==> config.mk <==
export PLATFORM = sky130hd
export DESIGN_NAME = packing_axi_top
export DESIGN_NICKNAME = d
export VERILOG_FILES = /design/src/verilog/packing_pkg.sv /design/src/verilog/tile_sequencer.sv /design/src/verilog/axi_tile_reader.sv /design/src/verilog/tile_buffer.sv /design/src/verilog/axi_tile_writer.sv /design/src/verilog/packing_axi_top.sv
export SDC_FILE = /design/constraint.sdc
export NUM_CORES = 2
export LEC_CHECK = 0
export BUFFER_PORTS_ARGS = -buffer_cell sky130_fd_sc_hd__clkbuf_2
export CAP_MARGIN = 40
export CORE_UTILIZATION = 30
export CTS_CLUSTER_SIZE = 30
export DETAILED_ROUTE_END_ITERATION = 12
export SLEW_MARGIN = 10
export SYNTH_ARGS = -nofsm -noshare
export SYNTH_HDL_FRONTEND = slang
export SYNTH_SLANG_ARGS = --single-unit
==> constraint.sdc <==
create_clock -name clk -period 10.15 [get_ports clk]
set_clock_uncertainty 0.15 [all_clocks]
set_input_delay 0.5075 -clock clk [delete_from_list [all_inputs] [get_ports clk]]
set_output_delay 0.5075 -clock clk [all_outputs]
set_load 0.005 [all_outputs]
==> src/verilog/packing_pkg.sv <==
// ======================================================================
// tile mover shared definitions
// grid and tile sizes, AXI channel payloads, buffer write port and
// the state encodings of the sequencer and both burst engines
// ======================================================================
package packing_pkg;

    // ==================================================================
    // grid, tile and bus geometry
    // ==================================================================
    localparam int H              = 24;
    localparam int P              = 64;
    localparam int H_TILE         = 12;
    localparam int P_TILE         = 16;
    localparam int WORD_W         = 16;
    localparam int ADDR_W         = 64;
    localparam int DATA_W         = 128;
    localparam int WORDS_PER_BEAT = DATA_W / WORD_W;
    localparam int NUM_TILE_H     = H / H_TILE;
    localparam int NUM_TILE_P     = P / P_TILE;
    localparam int TILE_WORDS     = H_TILE * P_TILE;
    localparam int BEATS_PER_TILE = TILE_WORDS / WORDS_PER_BEAT;
    localparam int TILE_BYTES     = TILE_WORDS * WORD_W / 8;
    // AXI length field counts beats minus one
    localparam int BURST_LEN      = BEATS_PER_TILE - 1;

    // vector types
    typedef logic [ADDR_W-1:0]                     addr_t;
    // word 0 sits in the low bits
    typedef logic [DATA_W-1:0]                     beat_t;
    typedef logic [7:0]                            burst_len_t;
    typedef logic [$clog2(BEATS_PER_TILE)-1:0]     beat_idx_t;
    typedef logic [$clog2(NUM_TILE_H)-1:0]         h_idx_t;
    typedef logic [$clog2(NUM_TILE_P)-1:0]         p_idx_t;

    // ==================================================================
    // channel payloads
    // ==================================================================
    // shared by AR and AW
    typedef struct packed {
        addr_t      addr;
        burst_len_t len;
    } axi_addr_t;

    typedef struct packed {
        beat_t data;
        logic  last;
    } axi_r_t;

    typedef struct packed {
        beat_t data;
        logic  last;
    } axi_w_t;

    // reader to tile buffer
    typedef struct packed {
        logic      en;
        beat_idx_t idx;
        beat_t     data;
    } buf_wr_t;

    // state encodings
    typedef enum logic [2:0] {SEQ_IDLE, SEQ_READ, SEQ_WRITE, SEQ_NEXT, SEQ_DONE} seq_state_t;
    typedef enum logic [1:0] {RD_IDLE, RD_ADDR, RD_DATA} rd_state_t;
    typedef enum logic [1:0] {WR_IDLE, WR_ADDR, WR_DATA, WR_RESP} wr_state_t;

endpackage

==> src/verilog/tile_sequencer.sv <==
// ======================================================================
// tile sequencer
// walks the tile grid h-major, forms the x and y burst addresses and
// orders read, write and the final done pulse, one tile at a time
// ======================================================================
`timescale 1ns/100ps

module tile_sequencer (
    input  logic               clk,
    input  logic               rst,
    input  logic               start,
    input  packing_pkg::addr_t base_x,
    input  packing_pkg::addr_t base_y,
    input  logic               rd_done,
    input  logic               wr_done,
    output logic               rd_start,
    output logic               wr_start,
    output packing_pkg::addr_t rd_addr,
    output packing_pkg::addr_t wr_addr,
    output logic               done
);

    packing_pkg::seq_state_t state;
    packing_pkg::h_idx_t     h_idx;
    packing_pkg::p_idx_t     p_idx;
    packing_pkg::addr_t      tile_off;
    logic                    last_p;
    logic                    last_tile;

    // ==================================================================
    // address generation
    // ==================================================================
    // tile-major layout, tile k at base + k * TILE_BYTES
    assign tile_off = (packing_pkg::addr_t'(h_idx) * packing_pkg::NUM_TILE_P
                      + packing_pkg::addr_t'(p_idx)) * packing_pkg::TILE_BYTES;

    assign rd_addr = base_x + tile_off;
    assign wr_addr = base_y + tile_off;

    assign last_p    = (p_idx == packing_pkg::p_idx_t'(packing_pkg::NUM_TILE_P - 1));
    assign last_tile = last_p &&
                       (h_idx == packing_pkg::h_idx_t'(packing_pkg::NUM_TILE_H - 1));

    // ==================================================================
    // control FSM
    // ==================================================================
    always_ff @(posedge clk or posedge rst) begin
        if (rst) begin
            state    <= packing_pkg::SEQ_IDLE;
            h_idx    <= '0;
            p_idx    <= '0;
            rd_start <= 1'b0;
            wr_start <= 1'b0;
            done     <= 1'b0;
        end else begin
            // strobes are one cycle wide
            rd_start <= 1'b0;
            wr_start <= 1'b0;
            done     <= 1'b0;
            case (state)
                packing_pkg::SEQ_IDLE: begin
                    if (start) begin
                        h_idx    <= '0;
                        p_idx    <= '0;
                        rd_start <= 1'b1;
                        state    <= packing_pkg::SEQ_READ;
                    end
                end
                packing_pkg::SEQ_READ: begin
                    if (rd_done) begin
                        wr_start <= 1'b1;
                        state    <= packing_pkg::SEQ_WRITE;
                    end
                end
                packing_pkg::SEQ_WRITE: begin
                    if (wr_done) begin
                        state <= packing_pkg::SEQ_NEXT;
                    end
                end
                packing_pkg::SEQ_NEXT: begin
                    if (last_tile) begin
                        done  <= 1'b1;
                        state <= packing_pkg::SEQ_DONE;
                    end else begin
                        // p steps fastest and wraps into h
                        if (last_p) begin
                            p_idx <= '0;
                            h_idx <= h_idx + 1'b1;
                        end else begin
                            p_idx <= p_idx + 1'b1;
                        end
                        rd_start <= 1'b1;
                        state    <= packing_pkg::SEQ_READ;
                    end
                end
                packing_pkg::SEQ_DONE: begin
                    state <= packing_pkg::SEQ_IDLE;
                end
                default: begin
                    state <= packing_pkg::SEQ_IDLE;
                end
            endcase
        end
    end

endmodule

==> src/verilog/axi_tile_reader.sv <==
// ======================================================================
// AXI read burst engine
// issues one INCR read burst per tile and writes every accepted
// R beat into the tile buffer at the running beat index
// ======================================================================
`timescale 1ns/100ps

module axi_tile_reader (
    input  logic                   clk,
    input  logic                   rst,
    input  logic                   rd_start,
    input  packing_pkg::addr_t     rd_addr,
    output packing_pkg::axi_addr_t ar,
    output logic                   ar_valid,
    input  logic                   ar_ready,
    input  packing_pkg::axi_r_t    r,
    input  logic                   r_valid,
    output logic                   r_ready,
    output packing_pkg::buf_wr_t   buf_wr,
    output logic                   rd_done
);

    packing_pkg::rd_state_t state;
    packing_pkg::beat_idx_t beat_idx;
    logic                   r_fire;

    // ==================================================================
    // handshake outputs
    // ==================================================================
    // valid and ready follow the state directly
    assign ar_valid = (state == packing_pkg::RD_ADDR);
    assign r_ready  = (state == packing_pkg::RD_DATA);

    assign r_fire  = r_valid && r_ready;
    assign rd_done = r_fire && r.last;

    // accepted beats go straight to the buffer
    always_comb begin
        buf_wr.en   = r_fire;
        buf_wr.idx  = beat_idx;
        buf_wr.data = r.data;
    end

    // AR payload, held from rd_start until the handshake
    always_ff @(posedge clk) begin
        if (rd_start && (state == packing_pkg::RD_IDLE)) begin
            ar.addr <= rd_addr;
            ar.len  <= packing_pkg::burst_len_t'(packing_pkg::BURST_LEN);
        end
    end

    // ==================================================================
    // burst FSM
    // ==================================================================
    always_ff @(posedge clk or posedge rst) begin
        if (rst) begin
            state    <= packing_pkg::RD_IDLE;
            beat_idx <= '0;
        end else begin
            case (state)
                packing_pkg::RD_IDLE: begin
                    if (rd_start) begin
                        state <= packing_pkg::RD_ADDR;
                    end
                end
                packing_pkg::RD_ADDR: begin
                    if (ar_ready) begin
                        beat_idx <= '0;
                        state    <= packing_pkg::RD_DATA;
                    end
                end
                packing_pkg::RD_DATA: begin
                    // a low r_valid just pauses the index
                    if (r_fire) begin
                        beat_idx <= beat_idx + 1'b1;
                        if (r.last) begin
                            state <= packing_pkg::RD_IDLE;
                        end
                    end
                end
                default: begin
                    state <= packing_pkg::RD_IDLE;
                end
            endcase
        end
    end

endmodule

==> src/verilog/tile_buffer.sv <==
// ======================================================================
// tile buffer
// one tile of beats, clocked write from the reader and a
// combinational read for the writer
// ======================================================================
`timescale 1ns/100ps

module tile_buffer (
    input  logic                   clk,
    input  packing_pkg::buf_wr_t   buf_wr,
    input  packing_pkg::beat_idx_t rd_idx,
    output packing_pkg::beat_t     rd_beat
);

    // ==================================================================
    // storage
    // ==================================================================
    // one entry per beat of the tile
    packing_pkg::beat_t mem [0:packing_pkg::BEATS_PER_TILE-1];

    // write port
    always_ff @(posedge clk) begin
        if (buf_wr.en) begin
            mem[buf_wr.idx] <= buf_wr.data;
        end
    end

    // read port, beat is visible in the same cycle
    // as the index from the writer
    assign rd_beat = mem[rd_idx];

endmodule

==> src/verilog/axi_tile_writer.sv <==
// ======================================================================
// AXI write burst engine
// issues one INCR write burst per tile, streams the buffer beats on
// W with last on the final beat and closes with the B handshake
// ======================================================================
`timescale 1ns/100ps

module axi_tile_writer (
    input  logic                   clk,
    input  logic                   rst,
    input  logic                   wr_start,
    input  packing_pkg::addr_t     wr_addr,
    output packing_pkg::beat_idx_t rd_idx,
    input  packing_pkg::beat_t     rd_beat,
    output packing_pkg::axi_addr_t aw,
    output logic                   aw_valid,
    input  logic                   aw_ready,
    output packing_pkg::axi_w_t    w,
    output logic                   w_valid,
    input  logic                   w_ready,
    input  logic                   b_valid,
    output logic                   b_ready,
    output logic                   wr_done
);

    packing_pkg::wr_state_t state;
    packing_pkg::beat_idx_t beat_idx;
    logic                   last_beat;
    logic                   w_fire;

    // ==================================================================
    // handshake outputs
    // ==================================================================
    assign aw_valid = (state == packing_pkg::WR_ADDR);
    assign w_valid  = (state == packing_pkg::WR_DATA);
    assign b_ready  = (state == packing_pkg::WR_RESP);

    assign last_beat = (beat_idx == packing_pkg::beat_idx_t'(packing_pkg::BURST_LEN));
    assign w_fire    = w_valid && w_ready;
    assign wr_done   = b_valid && b_ready;

    // buffer is addressed by the running beat index
    assign rd_idx = beat_idx;

    // W payload tracks the current buffer beat
    always_comb begin
        w.data = rd_beat;
        w.last = last_beat;
    end

    // AW payload, held until the handshake
    always_ff @(posedge clk) begin
        if (wr_start && (state == packing_pkg::WR_IDLE)) begin
            aw.addr <= wr_addr;
            aw.len  <= packing_pkg::burst_len_t'(packing_pkg::BURST_LEN);
        end
    end

    // ==================================================================
    // burst FSM
    // ==================================================================
    always_ff @(posedge clk or posedge rst) begin
        if (rst) begin
            state    <= packing_pkg::WR_IDLE;
            beat_idx <= '0;
        end else begin
            case (state)
                packing_pkg::WR_IDLE: begin
                    if (wr_start) begin
                        beat_idx <= '0;
                        state    <= packing_pkg::WR_ADDR;
                    end
                end
                packing_pkg::WR_ADDR: begin
                    if (aw_ready) begin
                        state <= packing_pkg::WR_DATA;
                    end
                end
                packing_pkg::WR_DATA: begin
                    // advance only on an accepted beat
                    if (w_fire) begin
                        if (last_beat) begin
                            state <= packing_pkg::WR_RESP;
                        end else begin
                            beat_idx <= beat_idx + 1'b1;
                        end
                    end
                end
                packing_pkg::WR_RESP: begin
                    // response code is not checked
                    if (b_valid) begin
                        state <= packing_pkg::WR_IDLE;
                    end
                end
                default: begin
                    state <= packing_pkg::WR_IDLE;
                end
            endcase
        end
    end

endmodule

==> src/verilog/packing_axi_top.sv <==
// ======================================================================
// tile mover top level
// copies the x activation grid to y tile by tile over one AXI4
// master port, one tile in flight at a time
// ======================================================================
`timescale 1ns/100ps

module packing_axi_top (
    input  logic                   clk,
    input  logic                   rst,

    // control
    input  logic                   start,
    output logic                   done,
    input  packing_pkg::addr_t     base_x,
    input  packing_pkg::addr_t     base_y,

    // read address and data
    output packing_pkg::axi_addr_t ar,
    output logic                   ar_valid,
    input  logic                   ar_ready,
    input  packing_pkg::axi_r_t    r,
    input  logic                   r_valid,
    output logic                   r_ready,

    // write address, data and response
    output packing_pkg::axi_addr_t aw,
    output logic                   aw_valid,
    input  logic                   aw_ready,
    output packing_pkg::axi_w_t    w,
    output logic                   w_valid,
    input  logic                   w_ready,
    input  logic                   b_valid,
    output logic                   b_ready
);

    // sequencer to engines
    logic                   rd_start;
    logic                   rd_done;
    logic                   wr_start;
    logic                   wr_done;
    packing_pkg::addr_t     rd_addr;
    packing_pkg::addr_t     wr_addr;

    // buffer ports
    packing_pkg::buf_wr_t   buf_wr;
    packing_pkg::beat_idx_t rd_idx;
    packing_pkg::beat_t     rd_beat;

    // ==================================================================
    // decode, tile walk and addresses
    // ==================================================================
    tile_sequencer u_tile_sequencer (
        .clk      (clk),
        .rst      (rst),
        .start    (start),
        .base_x   (base_x),
        .base_y   (base_y),
        .rd_done  (rd_done),
        .wr_done  (wr_done),
        .rd_start (rd_start),
        .wr_start (wr_start),
        .rd_addr  (rd_addr),
        .wr_addr  (wr_addr),
        .done     (done)
    );

    // ==================================================================
    // execute, read burst into the buffer
    // ==================================================================
    axi_tile_reader u_axi_tile_reader (
        .clk      (clk),
        .rst      (rst),
        .rd_start (rd_start),
        .rd_addr  (rd_addr),
        .ar       (ar),
        .ar_valid (ar_valid),
        .ar_ready (ar_ready),
        .r        (r),
        .r_valid  (r_valid),
        .r_ready  (r_ready),
        .buf_wr   (buf_wr),
        .rd_done  (rd_done)
    );

    tile_buffer u_tile_buffer (
        .clk     (clk),
        .buf_wr  (buf_wr),
        .rd_idx  (rd_idx),
        .rd_beat (rd_beat)
    );

    // ==================================================================
    // result, write burst from the buffer
    // ==================================================================
    axi_tile_writer u_axi_tile_writer (
        .clk      (clk),
        .rst      (rst),
        .wr_start (wr_start),
        .wr_addr  (wr_addr),
        .rd_idx   (rd_idx),
        .rd_beat  (rd_beat),
        .aw       (aw),
        .aw_valid (aw_valid),
        .aw_ready (aw_ready),
        .w        (w),
        .w_valid  (w_valid),
        .w_ready  (w_ready),
        .b_valid  (b_valid),
        .b_ready  (b_ready),
        .wr_done  (wr_done)
    );

endmodule

==> results.txt <==
Pins over their slew limit - 0
Mux share of post-synthesis cell area - 14.3%
Post-synth EDFFs - 3200
Final instance area - 149000 um2
Top-count cell post-synth - edfxtp_1
Top cell type's share of synthesized area - 77.1%
Final worst-path cycle share - 56.8%
CTS tree - built
CTS hold repair buffers - 324
PortBufs - 527
Synth Area in Adders - 0.329%
Chip Width - 647 um
Post-DP HPWL - 186000 um
VDD IR max - 0.181 mV
RSZ-0062 raised after global routing - no
Main combinational cell family by area after synthesis - multiplexers
Flop-to-flop setup slack - 5.47 ns
Io pins - 544
Worst setup slack after layout - 4.39 ns
WL/cell - 27.4 um
Min Hold Slack - 0.0655 ns
Worst-path cell with the longest stage delay - dfrtp_4
Maxcap violations - 0
Largest net degree at the start of global routing - 130
Via count - 65.9k
H-tree depth - 5
Placed cell area - 135000 um2
Clock root cell - clkbuf_16
Final Hold Fails - 0
Rel. slew slack - 27.7%
Final Util - 36.0%
# setup viols final - 0
DRT iter0 DRCs - 6629
Gates resized, CTS repair - 0
Initial Utilization - 30.2%
Type of the worst setup path - register to primary output
Final ANT Viol Nets - 0
Sequential element share of the synthesized area - 77.6%
Area grow syn2layout - 19.5%
Slowest stage delay, CP - 0.88 ns
Yosys Warn Count - 0
Mapped Cells - 6175
DRT Wirelength - 354000 um
Top post-synthesis cells by area - edfxtp_1 (77%), mux4_2 (6.9%), mux2i_1 (6.2%)
Total gr overflow - 0
Core Footprint - 413000 um2
Clock Sinks - 3223
Status - finished, final reports clean
Post-synthesis cell type count - 58
Fmax - 174 MHz
Vias per std cell - 5.09
Pleak - 47.6 nW
Cell mode on critical path - buf_4
Die H - 647 um
Post-Synth XOR/XNOR Area - 0.785%
Clk buf depth - 4
Number of fillers in the final layout - 37.7k
Crit-path leading delay family - buffers and inverters
Syn_area_per_cell - 20.2 um2
Share of cells above drive strength 1 - 23.0%
Worst-Skew Late Latency - 0.92 ns
Total Routing Usage GR - 16.3%
Worst-path cell chain - buf_4 -> buf_4 -> buf_4 -> buf_16 -> mux4_2 -> mux2_2 -> a22oi_1 -> nand2_1 -> clkbuf_2
Worst Path Arrival - 5.11 ns
Simple-gate portion of the synthesized area - 1.68%
Async S/R FF share, synth - 0.714%
Setup_tns - 0 ns
Initial antenna violation count - 69
Clock period minus worst slack - 5.76 ns
Setup bufs post-CTS - 0
R2R Path End - u_tile_buffer.mem[4][98]$_DFFE_PP_
Clock transition at path regs - 0.06 ns
Hold Path Class - input pin to asynchronous set/reset pin
Mapped Area - 125000 um2
Vias in the first global route - 66.4k
Synth Area in Compound Gates - 4.13%
Residual DRC - 0
Crit path buffers/inverters - 5
Critical path required time - 9.49 ns
Least-Margin Pin Slew - 1.08 ns
Synth cell count leaders - edfxtp_1 (3200), mux2i_1 (769), mux4_2 (384), a221oi_1 (256), a22oi_1 (256)
Top_reg_cell synth - edfxtp_1
First-pass GRT wire length - 493000 um
Crit. End Element - primary output
Most area-hungry cell type in the Yosys netlist - edfxtp_1
Worst r2r src - u_axi_tile_reader.state[0]$_DFFE_PP0P_
TritonRoute pass-1 iters - 5
Register-to-Register Path Depth - 8
Crit Path Max Fanout - 39
Pwr Density - 249 nW/um2
Critical Path Start Type - register
Dpl ws - 5.26 ns
Register bit count reported by yosys - 3223
TritonCTS buffer count - 330
Nets - 7468
Rows - 236
Gpl congestion - 0.832
Die area - 418000 um2
[worst max path at each step]
stage                                                  startpoint  cells past startpoint  slack [ns]                            endpoint
final                     u_axi_tile_writer.rd_idx[1]$_DFFE_PP0P_                      9        4.39                               w[93]
after CTS                 u_axi_tile_writer.rd_idx[1]$_DFFE_PP0P_                      8        4.26                               w[68]
after detailed placement  u_axi_tile_writer.rd_idx[1]$_DFFE_PP0P_                      8        5.26                               w[68]
after global placement    u_axi_tile_writer.rd_idx[1]$_DFFE_PP0P_                      8        4.50                               w[81]
after floorplan            u_axi_tile_reader.state[0]$_DFFE_PP0P_                      5        2.92  u_tile_buffer.mem[20][0]$_DFFE_PP_
after global routing      u_axi_tile_writer.rd_idx[1]$_DFFE_PP0P_                      9        4.19                               w[93]
[cell usage in the layout (no fill, tap or decap), drive strengths merged, types with 10 or more instances in the layout]
cell	count
nand2	199
ha	28
nand4	25
buf	156
o21ai	146
clkinv	133
edfxtp	3200
mux2i	769
and3	20
inv	48
clkbuf	936
xnor2	58
nand2b	10
mux4	384
bufinv	22
a221oi	256
xor2	52
a22oi	256
nor2	78
mux2	128
nor3	20
conb	16
clkinvlp	21
nand3	43
dfrtp	23
dlygate4sd3	324
diode	21
[tightest hold or removal path, stage by stage]
cell	delay (ns)
dlygate4sd3_1	0.53
clkbuf_2	0.11
inv_1	0.05
buf_4	0.36
[per-layer routing]
layer,part of all wire (%),GRT usage [%],vias to the layer above,routed length [um]
met5,0.073,0,-,259
met4,2.8,4.39,40,9750
met3,6.4,2.87,574,22500
met2,49,28.1,2504,175000
met1,42,21.2,35200,147000
li1,-,-,27600,-
[power by group]
| group | switching, mW | internal (mW) | leakage, nW |
|---|---|---|---|
| sequential | 0.156 | 14.8 | 29.1 |
| clock | 5.13 | 6.73 | 5.09 |
| combinational | 6.23 | 4.06 | 13.5 |
[sequential cells by signal, summed over array words and instances (netlist names)]
register / cells
u_tile_buffer.mem: 3072
u_tile_sequencer.h_idx: 1
u_tile_sequencer.rd_start: 1
u_tile_sequencer.p_idx: 2
u_tile_sequencer.wr_start: 1
u_axi_tile_writer.aw: 64
u_axi_tile_writer.rd_idx: 5
u_axi_tile_reader.beat_idx: 5
u_axi_tile_writer.state: 2
u_axi_tile_reader.ar: 64
u_axi_tile_reader.state: 2
u_tile_sequencer.state: 3
u_tile_sequencer.done: 1
[logic make-up after synthesis]
| kind of cell | Yosys count |
|---|---|
| other | 2 |
| AO/OA/AOI/OAI | 692 |
| buffers and inverters | 390 |
| adder cells (fa/ha/maj) | 31 |
| AND/OR/NAND/NOR | 446 |
| XOR/XNOR | 110 |
| flip-flops | 3223 |
| multiplexers | 1281 |
[through the flow]
| step | std cells | total power [mW] |
|---|---|---|
| 3_5_place_dp | 12000 | 25.6 |
| 6_report | 12900 | 37.1 |
| 3_3_place_gp | 11900 | 25.4 |
| 2_1_floorplan | 6189 | 21.0 |
| 4_1_cts | 12900 | 37.6 |
| 5_1_grt | 12900 | 38.6 |
[layout make-up]
type / count / area (um2) / area share [%]
sequential: 3223 / 96700 / 64.9
clock inverter: 190 / 1730 / 1.16
timing repair buffer: 1007 / 8090 / 5.43
antenna: 21 / 52.6 / 0.0353
inverter: 34 / 128 / 0.0857
clock buffer: 409 / 8770 / 5.88
tap: 5474 / 6850 / 4.60
multi-input combinational: 2576 / 26700 / 17.9
Power figures use the tool's default switching activity.
